File: src/fix_pkg.sv
package fix_pkg;

	// field framing bytes.
	localparam logic [7:0] SOH_BYTE = 8'h01;
	localparam logic [7:0] EQ_BYTE = 8'h3d;

	// trailer tag "10" in ascii.
	localparam logic [7:0] ONE_BYTE = 8'h31;
	localparam logic [7:0] ZERO_BYTE = 8'h30;

	localparam int TAG_BYTES = 4;

	// wide enough to hold the illegal sizes 0 and 5 as well.
	typedef logic [2:0] tag_len_t;

	typedef enum logic [2:0] {
		IDLE = 3'd0,
		TAG  = 3'd1,
		EQ   = 3'd2,
		VAL  = 3'd3,
		SOH  = 3'd4
	} ser_state_t;

endpackage

File: src/byte_stream_if.sv
`timescale 1ns/1ps

// serialized bytes from the serializer into the checksum stage.
interface byte_stream_if;

	logic [7:0] data;
	logic       valid;
	logic       field_end;   // set with each field's SOH byte.
	logic       msg_end;     // set with the SOH of a last field.
	logic       hold;        // the trailer owns the output while this is high.

	modport serial_mp (
		output data,
		output valid,
		output field_end,
		output msg_end,
		input  hold
	);

	modport result_mp (
		input  data,
		input  valid,
		input  field_end,
		input  msg_end,
		output hold
	);

endinterface

File: src/field_if.sv
`timescale 1ns/1ps

// one decoded field on its way from decode to the serializer.
interface field_if #(parameter int VALUE_BYTES = 32);

	logic                                valid;
	logic [fix_pkg::TAG_BYTES*8-1:0]     tag;
	logic [VALUE_BYTES*8-1:0]            val;
	fix_pkg::tag_len_t                   t_len;
	logic [7:0]                          v_len;
	logic                                last;
	logic                                take;   // one cycle, on the load edge.

	modport decode_mp (
		output valid,
		output tag,
		output val,
		output t_len,
		output v_len,
		output last,
		input  take
	);

	modport serial_mp (
		input  valid,
		input  tag,
		input  val,
		input  t_len,
		input  v_len,
		input  last,
		output take
	);

endinterface

File: src/fix_checksum_trailer.sv
`timescale 1ns/1ps

module fix_checksum_trailer (
	input  logic        clk,
	input  logic        rst,
	output logic [7:0]  data_o,
	output logic        data_valid_o,
	output logic        done_o,
	output logic        end_o,
	byte_stream_if.result_mp bs
);

	logic [7:0] sum;
	logic       trl_active;
	logic [2:0] tcnt;       // position in the 7-byte trailer.
	logic [3:0] hund;
	logic [6:0] rem;
	logic [3:0] tens;
	logic [3:0] units;
	logic [7:0] trl_byte;

	// hold goes up as soon as the last SOH shows up, and drops one cycle
	// early so the next message follows the trailer SOH without a gap.
	assign bs.hold = (trl_active && tcnt != 3'd6) || (bs.valid && bs.msg_end);

	always_comb begin
		case (tcnt)
			3'd0:    trl_byte = fix_pkg::ONE_BYTE;
			3'd1:    trl_byte = fix_pkg::ZERO_BYTE;
			3'd2:    trl_byte = fix_pkg::EQ_BYTE;
			3'd3:    trl_byte = fix_pkg::ZERO_BYTE + 8'(hund);
			3'd4:    trl_byte = fix_pkg::ZERO_BYTE + 8'(tens);
			3'd5:    trl_byte = fix_pkg::ZERO_BYTE + 8'(units);
			default: trl_byte = fix_pkg::SOH_BYTE;
		endcase
	end

	always_ff @(posedge clk) begin
		if (rst) begin
			sum <= '0;
			trl_active <= 1'b0;
			tcnt <= '0;
			data_valid_o <= 1'b0;
			done_o <= 1'b0;
			end_o <= 1'b0;
		end else if (trl_active) begin
			data_valid_o <= 1'b1;
			done_o <= (tcnt == 3'd6);
			end_o <= (tcnt == 3'd6);
			tcnt <= tcnt + 3'd1;
			if (tcnt == 3'd6) begin
				trl_active <= 1'b0;
				sum <= '0; // next message starts clean.
			end
		end else begin
			data_valid_o <= bs.valid;
			done_o <= bs.valid && bs.field_end;
			end_o <= 1'b0;
			if (bs.valid) begin
				sum <= sum + bs.data;
				if (bs.msg_end) begin
					trl_active <= 1'b1;
					tcnt <= '0;
				end
			end
		end
	end

	always_ff @(posedge clk) begin
		if (trl_active) begin
			data_o <= trl_byte;
		end else if (bs.valid) begin
			data_o <= bs.data;
		end
	end

	// decimal digits, one step per trailer byte, ready before "10=" is out.
	always_ff @(posedge clk) begin
		if (trl_active && tcnt == 3'd0) begin
			hund <= 4'(sum / 8'd100);
			rem <= 7'(sum % 8'd100);
		end
		if (trl_active && tcnt == 3'd1) begin
			tens <= 4'(rem / 7'd10);
			units <= 4'(rem % 7'd10);
		end
	end

endmodule

File: src/fix_field_decode.sv
`timescale 1ns/1ps

module fix_field_decode #(
	parameter int VALUE_BYTES = 32
) (
	input  logic                            clk,
	input  logic                            rst,
	input  logic                            field_valid_i,
	input  logic [fix_pkg::TAG_BYTES*8-1:0] tag_i,
	input  fix_pkg::tag_len_t               t_size_i,
	input  logic [VALUE_BYTES*8-1:0]        val_i,
	input  logic [7:0]                      v_size_i,
	input  logic                            last_i,
	output logic                            ready_o,
	output logic                            error_o,
	field_if.decode_mp                      fld
);

	logic accept;
	logic t_ok;
	logic v_ok;

	// the one-entry buffer is empty whenever nothing is presented.
	assign ready_o = !fld.valid;
	assign accept = field_valid_i && ready_o;

	assign t_ok = (t_size_i != '0) && (t_size_i <= fix_pkg::tag_len_t'(fix_pkg::TAG_BYTES));
	assign v_ok = (v_size_i != '0) && (32'(v_size_i) <= 32'(VALUE_BYTES));

	always_ff @(posedge clk) begin
		if (rst) begin
			fld.valid <= 1'b0;
			error_o <= 1'b0;
		end else begin
			error_o <= accept && !(t_ok && v_ok);
			if (fld.take) begin
				fld.valid <= 1'b0;
			end else if (accept && t_ok && v_ok) begin
				fld.valid <= 1'b1;
			end
		end
	end

	// payload only moves on a legal accept, so the buffer holds while full.
	always_ff @(posedge clk) begin
		if (accept && t_ok && v_ok) begin
			fld.tag <= tag_i;
			fld.val <= val_i;
			fld.t_len <= t_size_i;
			fld.v_len <= v_size_i;
			fld.last <= last_i;
		end
	end

endmodule

File: src/fix_field_serializer.sv
`timescale 1ns/1ps

module fix_field_serializer #(
	parameter int VALUE_BYTES = 32
) (
	input  logic         clk,
	input  logic         rst,
	field_if.serial_mp   fld,
	byte_stream_if.serial_mp bs
);

	fix_pkg::ser_state_t             state;
	logic [7:0]                      idx;      // byte index into tag or value.
	logic [fix_pkg::TAG_BYTES*8-1:0] tag_q;
	logic [VALUE_BYTES*8-1:0]        val_q;
	fix_pkg::tag_len_t               t_len_q;
	logic [7:0]                      v_len_q;
	logic                            last_q;
	logic                            emit;
	logic [7:0]                      byte_sel;

	// a field can be loaded from idle or right behind the previous SOH.
	assign fld.take = fld.valid && !bs.hold &&
		(state == fix_pkg::IDLE || state == fix_pkg::SOH);

	assign emit = !bs.hold && (state != fix_pkg::IDLE);

	always_comb begin
		case (state)
			fix_pkg::TAG: byte_sel = tag_q[idx[1:0]*8 +: 8];
			fix_pkg::EQ:  byte_sel = fix_pkg::EQ_BYTE;
			fix_pkg::VAL: byte_sel = val_q[idx*8 +: 8];
			default:      byte_sel = fix_pkg::SOH_BYTE;
		endcase
	end

	always_ff @(posedge clk) begin
		if (rst) begin
			state <= fix_pkg::IDLE;
			idx <= '0;
			bs.valid <= 1'b0;
			bs.field_end <= 1'b0;
			bs.msg_end <= 1'b0;
		end else begin
			bs.valid <= emit;
			bs.field_end <= 1'b0;
			bs.msg_end <= 1'b0;
			case (state)
				fix_pkg::IDLE: begin
					if (fld.take) begin
						state <= fix_pkg::TAG;
						idx <= '0;
					end
				end
				fix_pkg::TAG: begin
					if (emit) begin
						if (idx == 8'(t_len_q) - 8'd1) begin
							state <= fix_pkg::EQ;
							idx <= '0;
						end else begin
							idx <= idx + 8'd1;
						end
					end
				end
				fix_pkg::EQ: begin
					if (emit) state <= fix_pkg::VAL;
				end
				fix_pkg::VAL: begin
					if (emit) begin
						if (idx == v_len_q - 8'd1) begin
							state <= fix_pkg::SOH;
							idx <= '0;
						end else begin
							idx <= idx + 8'd1;
						end
					end
				end
				fix_pkg::SOH: begin
					if (emit) begin
						bs.field_end <= 1'b1;
						bs.msg_end <= last_q;
						state <= fld.take ? fix_pkg::TAG : fix_pkg::IDLE; // back to back fields.
					end
				end
				default: state <= fix_pkg::IDLE;
			endcase
		end
	end

	always_ff @(posedge clk) begin
		if (emit) bs.data <= byte_sel;
	end

	// local copy of the field, so decode can refill its buffer meanwhile.
	always_ff @(posedge clk) begin
		if (fld.take) begin
			tag_q <= fld.tag;
			val_q <= fld.val;
			t_len_q <= fld.t_len;
			v_len_q <= fld.v_len;
			last_q <= fld.last;
		end
	end

endmodule

File: src/fix_msg_create.sv
`timescale 1ns/1ps

module fix_msg_create #(
	parameter int VALUE_BYTES = 32
) (
	input  logic                            clk,
	input  logic                            rst,
	input  logic                            field_valid_i,
	input  logic [fix_pkg::TAG_BYTES*8-1:0] tag_i,
	input  fix_pkg::tag_len_t               t_size_i,
	input  logic [VALUE_BYTES*8-1:0]        val_i,
	input  logic [7:0]                      v_size_i,
	input  logic                            last_i,
	output logic                            ready_o,
	output logic                            error_o,
	output logic [7:0]                      data_o,
	output logic                            data_valid_o,
	output logic                            done_o,
	output logic                            end_o
);

	field_if #(.VALUE_BYTES(VALUE_BYTES)) fld ();
	byte_stream_if bs ();

	fix_field_decode #(.VALUE_BYTES(VALUE_BYTES)) u_decode (
		.clk           (clk),
		.rst           (rst),
		.field_valid_i (field_valid_i),
		.tag_i         (tag_i),
		.t_size_i      (t_size_i),
		.val_i         (val_i),
		.v_size_i      (v_size_i),
		.last_i        (last_i),
		.ready_o       (ready_o),
		.error_o       (error_o),
		.fld           (fld.decode_mp)
	);

	fix_field_serializer #(.VALUE_BYTES(VALUE_BYTES)) u_serializer (
		.clk (clk),
		.rst (rst),
		.fld (fld.serial_mp),
		.bs  (bs.serial_mp)
	);

	// output register stage and checksum trailer.
	fix_checksum_trailer u_trailer (
		.clk          (clk),
		.rst          (rst),
		.data_o       (data_o),
		.data_valid_o (data_valid_o),
		.done_o       (done_o),
		.end_o        (end_o),
		.bs           (bs.result_mp)
	);

endmodule

File: config.mk
export PLATFORM = sky130hd
export DESIGN_NAME = fix_msg_create
export DESIGN_NICKNAME = d
export VERILOG_FILES = /design/src/fix_pkg.sv /design/src/byte_stream_if.sv /design/src/field_if.sv /design/src/fix_checksum_trailer.sv /design/src/fix_field_decode.sv /design/src/fix_field_serializer.sv /design/src/fix_msg_create.sv
export SDC_FILE = /design/constraint.sdc
export NUM_CORES = 1
export LEC_CHECK = 0
export ABC_AREA = 1
export ABC_CLOCK_PERIOD_IN_PS = 20900
export BUFFER_PORTS_ARGS = -buffer_cell sky130_fd_sc_hd__buf_2
export CAP_MARGIN = 20
export CORE_MARGIN = 3
export CORE_UTILIZATION = 40
export CTS_BUF_LIST = sky130_fd_sc_hd__clkbuf_8 sky130_fd_sc_hd__clkbuf_16
export CTS_CLUSTER_DIAMETER = 40
export DETAILED_ROUTE_END_ITERATION = 10
export PLACE_DENSITY_LB_ADDON = 0.15
export SLEW_MARGIN = 20
export SYNTH_ARGS = -nofsm -noshare
export SYNTH_HDL_FRONTEND = slang
export SYNTH_HIERARCHICAL = 1
export SYNTH_SLANG_ARGS = --single-unit
export TNS_END_PERCENT = 50
File: constraint.sdc
create_clock -name clk -period 20.9 [get_ports clk]
set_input_delay 1.045 -clock clk [delete_from_list [all_inputs] [get_ports clk]]
set_output_delay 1.045 -clock clk [all_outputs]
set_load 0.05 [all_outputs]
==> out/qor.csv, run 1 <==
metric,value,unit
Total Wirelength,58900,microns
Layout fillers,5148,
number of enable flip-flop cells after synthesis,633,
Remaining DRCs,0,
core footprint,0.0605,sq mm
Final Max Slew Viols,0,
hpwl dp,38100,microns
cell row count,90,
mapped cell area,0.0245,sq mm
Via-to-Cell Ratio,5.01,
Synth Flop Type,edfxtp_1,
Synth Area in Compound Gates,0.0687,
CP endpoint kind,register,
DRT Pass-1 Iters,5,
FF-to-FF Start,u_trailer/trl_active,
die width,253,microns
Power Density,112,mW/mm^2
Mapped Nets,1949,
setup TNS,0,ps
final hold vios,0,
Hold Path End,u_serializer/val_q[13],
CTS clock-pin slew for the worst setup and hold paths,50,ps
"commonest cells after routing, fill and taps aside","633 x edfxtp_1, 315 x buf_2, 199 x nor2_1, 169 x nand2_1, 131 x o21ai_0",
depth of the most critical reg-to-reg path,10,
post-placement cell count,2677,
Hold Crit Start,u_decode/fld.val[13],
slew of the pin with the lowest slew margin,1040,ps
status,"complete, no violations",
I/O pins,316,
TritonCTS buffer count,97,
multiplexer share of the synthesized area,0,
Final Wtd Congestion,0.798,
Initial Utilization,0.405,
DP Area,0.0268,sq mm
Post-Place Setup Slack,15560,ps
post-synth top area cell,edfxtp_1,
setup bufs post-CTS,0,
H-tree Lvls,3,
Hold Path Stages,0,
vias in the first global route,14300,
area occupied by multi-input gates,0.00421,sq mm
simple-gate area share of the yosys netlist,0.0884,
Syn Inst Count,1629,
Max-Cap Viols,0,
xor-xnor portion of the synthesized cell area,0.00573,
Leakage,10.9,nW
RSZ-0062 raised after global routing,false,
Layout Cells excl Fill,2859,
worst min path class,register to register,
Die Ht,253,microns
critical path startpoint category,input pin,
Synth-to-Final Area Change,23.1,%
Finish-stage setup viols,0,
clk sinks,664,
Syn Area/Cell,15.0,sq um
Worst Path Required,21160,ps
post-route cell area,0.0301,sq mm
fraction of the cycle the final worst path needs,0.221,
number of I/O port buffers,315,
Worst Path Max Fanout,129,
full die area,0.0642,sq mm
Synth async-reset ratio,0,
critical path class,input pin to register,
clock skew,29.2,ps
Worst VDD drop,0.0000652,V
clk root buf,clkbuf_16,
Total Nets Final,2314,
Pwr Total,3.37,mW
Post-CTS Hold Buffers,0,
main combinational cell family by area after synthesis,simple AND/OR/NAND/NOR gates,
routed wire length per instance,20.6,microns
reg2reg end,u_serializer/val_q[100],
Synth Register Bits,664,
grt total ovfl,0,
"Arr. time, crit path",4880,ps
register area,0.0196,sq mm
synth top area cells,"edfxtp_1 78%, nor2_1 3.1%, o21ai_0 2.7%, nand2_1 2.6%, dfxtp_1 2.5%",
Rel. slew slack,0.306,
Initial DRC Count,1052,
Final min period,4620,ps
"reg-to-reg slack, setup",16460,ps
Yosys top cell area share,0.777,
initial antenna violation count,10,
Clock Latency Late Sink,630,ps
layout cell share with drive strength beyond 1,0.256,
post-synth cell types,45,
via count,14300,
final setup margin,16280,ps
CTS Buffer Depth,3,
largest net degree at the start of global routing,130,
Post-Synth Adder-Cell Area,0.00900,
TritonCTS clock tree,built,
"most common cell after layout, fill and taps aside",edfxtp_1,
Synth warnings,6,
antenna-violating nets left,0,
fmax,0.217,GHz
CTS resizes,0,
Global Route Usage Sum,0.183,
post-synthesis sequential area ratio,0.802,
first-pass GRT wire length,86600,microns
-- report_power, final --
part,internal [mW],total [mW],leakage (nW),switching [mW]
combinational,0.0733,0.236,3.31,0.163
clock,1.00,1.60,1.62,0.596
sequential,1.51,1.53,5.98,0.0260
total,2.59,3.37,10.9,0.785
-- worst max-delay path, cell delays in order --
cell and delay [ps]:
buf_2 110, inv_1 40, nand2_1 90, nor2_1 160
nand2_1 70, nand2_1 90, nand3_2 150, inv_8 600
buf_4 770, buf_4 780, buf_4 660
-- cells in the mapped netlist (3+ instances only) --
cell type and count:
xnor2_1 4, nand2_2 9, dfxtp_1 31, o21ai_0 131
nand4_1 6, ha_1 16, o22ai_1 4, a21oi_2 3
o21ai_1 21, nor3_1 8, buf_6 3, nor2_1 200
o211ai_1 4, nand2_1 169, nand3_2 5, o221ai_1 60
a21oi_1 39, buf_2 26, nor2_2 4, a221o_1 4
inv_2 8, buf_4 5, clkbuf_1 29, nand3_1 99
inv_1 73, edfxtp_1 633, xor2_1 12
-- stage by stage --
| step | hold WS [ps] | utilization |
|---|---|---|
| 3_5_place_dp | 405 | 0.444 |
| 2_1_floorplan | 400 | - |
| 3_3_place_gp | 401 | 0.444 |
| 6_report | 409 | 0.498 |
| 4_1_cts | 411 | 0.498 |
| 5_1_grt | 416 | 0.498 |
-- registers in the layout (all words and copies together), names as in the netlist, 4 cells and up --
name / count
u_decode/fld.val: 256
u_trailer/sum: 8
u_serializer/v_len_q: 8
u_trailer/data_o: 8
u_serializer/tag_q: 32
u_trailer/units: 4
u_decode/fld.tag: 32
u_trailer/rem: 7
u_trailer/tens: 4
u_serializer/idx: 8
u_decode/fld.v_len: 8
u_serializer/val_q: 256
u_serializer/bs.data: 8
-- routing by layer --
layer	up-vias	wire [microns]	share of wire	GRT usage
li1	6789	-	-	-
met1	7004	24600	0.42	0.239
met2	416	29300	0.50	0.304
met3	107	3630	0.062	0.0455
met4	6	1420	0.024	0.0557
met5	-	42	0.00071	0
-- kinds of logic (layout without fill, tap and decap cells) --
| kind of cell | Yosys count | after routing |
|---|---|---|
| buf+inv | 148 | 593 |
| compound gates | 275 | 275 |
| fa+ha+maj | 17 | 17 |
| simple gates | 509 | 509 |
| xor+xnor | 16 | 16 |
| other cells | 0 | 3 |
| flops | 664 | 664 |
-- how the worst max path moves through the flow --
stage,to,cells after the start,start,slack [ps]
final,u_decode/fld.val[57],11,v_size_i[1],16280
after global routing,u_decode/fld.val[57],11,v_size_i[0],15940
after CTS,u_decode/fld.val[57],11,v_size_i[0],16240
after detailed placement,u_decode/fld.val[111],11,v_size_i[0],15560
after global placement,u_decode/fld.val[111],11,v_size_i[0],15660
after floorplan,u_serializer/state[0],13,u_trailer/trl_active,5020
-- layout make-up --
class                   count  share of cell area
inverters                  83              0.0107
well taps                 782              0.0325
repair buffers            331              0.0563
clock inverters            82              0.0280
multi-input cells         817               0.140
diodes                      3            0.000249
flip-flops and latches    664               0.652
clock buffers              97              0.0806
No activity file was read; power rests on OpenSTA's default activity.
==> run 2, diff against run 1 <==
ABC_CLOCK_PERIOD_IN_PS = 4600   (was 20900)
clock period = 4.6 ns   (was 20.9 ns; I/O delays follow)
==> run 2 against run 1 <==
Effect of this change: combinational power grew to 5.5 times the previous value; critical path depth shrank 3; flip-flop and latch count is the same.
==> out/qor.csv, run 2 (synthesized netlist as in run 1, its figures left out) <==
metric,value,unit,change
worst min path class,input pin to register,,
critical path startpoint category,register,,
Initial DRC Count,1260,,+20%
clk root buf,clkbuf_16,,
clk sinks,664,,unchanged
Final Max Slew Viols,0,,unchanged
clock skew,36.9,ps,+7.70 ps
Synth-to-Final Area Change,35.7,%,
"Arr. time, crit path",3390,ps,-1490 ps
setup TNS,0,ps,unchanged
CTS clock-pin slew for the worst setup and hold paths,50,ps,about the same
Worst path most repeated cell,nand3_1,,
Final min period,3000,ps,
TritonCTS buffer count,93,,-4.1%
Initial Utilization,0.405,,unchanged
"most common cell after layout, fill and taps aside",edfxtp_1,,
layout cell share with drive strength beyond 1,0.228,,-0.0279
Hold Path Stages,2,,+2
depth of the most critical reg-to-reg path,8,,-2
cell row count,90,,unchanged
FF-to-FF Start,u_serializer/idx[1],,
CP max stage cell,clkinv_2,,
DRT Pass-1 Iters,7,,+2
Global Route Usage Sum,0.201,,+0.0182
die width,253,microns,unchanged
hpwl dp,39800,microns,+4.7%
H-tree Lvls,3,,unchanged
initial antenna violation count,1,,-9
number of diodes,0,,-3
Gate power share,0.083,,+0.013
Power Density,468,mW/mm^2,+320%
slew of the pin with the lowest slew margin,989,ps,-52.0 ps
Pwr Total,15.5,mW,+360%
"reg-to-reg slack, setup",1600,ps,-14860 ps
largest registers,"u_decode/fld.val: 256 flops, u_serializer/val_q: 256 flops",,
fraction of the cycle the final worst path needs,0.653,,
sequential share of power,0.450,,-0.005
Layout Cells excl Fill,3153,,+10%
final design utilization,0.549,,+0.0507
Worst Path Max Fanout,54,,-58%
Total Nets Final,2612,,+13%
antenna-violating nets left,0,,unchanged
Leakage,12.1,nW,+11%
I/O pins,316,,unchanged
largest net degree at the start of global routing,166,,+28%
Crit path largest cell delay,840,ps,+60 ps
Hold Path End,u_trailer/tcnt[2],,
CP endpoint kind,register,,
CTS Buffer Depth,3,,unchanged
number of I/O port buffers,315,,unchanged
Remaining DRCs,0,,unchanged
sw frac,0.238,,+0.00515
post-placement cell count,2678,,+0.037%
Finish-stage setup viols,0,,unchanged
setup bufs post-CTS,0,,unchanged
first-pass GRT wire length,95700,microns,+11%
clock power share,0.467,,-0.008
Hold Crit Start,rst,,
Die Ht,253,microns,unchanged
fmax,0.333,GHz,
status,"complete, no violations",,
RSZ-0062 raised after global routing,false,,
via count,15800,,+11%
vias in the first global route,16100,,+13%
TritonCTS clock tree,built,,
hold slack,102,ps,-307 ps
Clock Latency Late Sink,640,ps,about the same
Worst Path Required,4990,ps,-16170 ps
Total Wirelength,64000,microns,+8.6%
final hold vios,0,,unchanged
NetSw,3.70,mW,+370%
Worst Path Buf+Inv,2,,-4
core footprint,0.0605,sq mm,unchanged
Max-Cap Viols,0,,unchanged
grt total ovfl,0,,unchanged
Via-to-Cell Ratio,5.02,,+0.20%
Pint,11.8,mW,+360%
Final Wtd Congestion,0.813,,+2.0%
critical path class,register to register,,
reg2reg end,u_serializer/bs.data[1],,
Rel. slew slack,0.341,,+0.0347
routed wire length per instance,20.3,microns,-1.5%
Worst VDD drop,0.000267,V,+310%
"commonest cells after routing, fill and taps aside","633 x edfxtp_1, 315 x buf_2, 301 x dlygate4sd3_1, 199 x nor2_1, 167 x nand2_1",,
full die area,0.0642,sq mm,unchanged
Top Family by Delay on Critical Path,buffers and inverters,,
CP Cell Sequence,clkinv_2 -> buf_4 -> o21ai_0 -> o221ai_1 -> nand3_1 -> nand3_1 -> nand3_1 -> nand2_1,,
-- run 2: cell type report --
cell class / count / area [sq um]
Fill cell: 4776 / 27300
Sequential cell: 664 / 19600
Multi-Input combinational cell: 817 / 4250
Timing Repair Buffer: 633 / 4750
Inverter: 83 / 322
Clock inverter: 78 / 860
Tap cell: 782 / 978
Clock buffer: 96 / 2390
-- run 2: routing by layer --
metal,track usage,vias to the layer above,part of all wire
met5,0,-,0
met4,0.0774,0,0.036
met3,0.0395,132,0.056
met2,0.330,539,0.49
met1,0.267,7768,0.42
li1,-,7388,-
-- run 2: power groups by stage --
stage          logic (mW)  clock network [mW]  registers (mW)
2_1_floorplan       0.621                   0            7.12
3_3_place_gp         1.06                   0            7.12
3_5_place_dp         1.08                   0            7.12
4_1_cts              1.29                7.41            7.00
5_1_grt              1.44                7.69            7.01
6_report             1.29                7.25            7.00
-- run 2: repair_timing --
item / 4_1_cts / 5_1_grt
hold buffers: 301 / 0
gates resized for setup: 0 / 0
endpoints found under the hold margin: 302 / 0
-- run 2: stage by stage --
step / setup slack (ps) / area [sq um]
2_1_floorplan: -1600 / 24500
3_3_place_gp: 1790 / 26900
3_5_place_dp: 1750 / 26900
4_1_cts: 1730 / 33200
5_1_grt: 1450 / 33200
6_report: 1600 / 33200
-- run 2: how the worst max path moves through the flow --
stage / from / depth (start not counted) / slack (ps) / to
2_1_floorplan: u_trailer/trl_active / 13 / -1600 / u_serializer/state[0]
3_3_place_gp: v_size_i[2] / 10 / 1790 / u_decode/fld.val[176]
3_5_place_dp: u_serializer/idx[0] / 8 / 1750 / u_serializer/bs.data[5]
4_1_cts: u_serializer/idx[0] / 8 / 1730 / u_serializer/bs.data[5]
5_1_grt: u_serializer/idx[1] / 7 / 1450 / u_serializer/bs.data[4]
6_report: u_serializer/idx[1] / 8 / 1600 / u_serializer/bs.data[1]
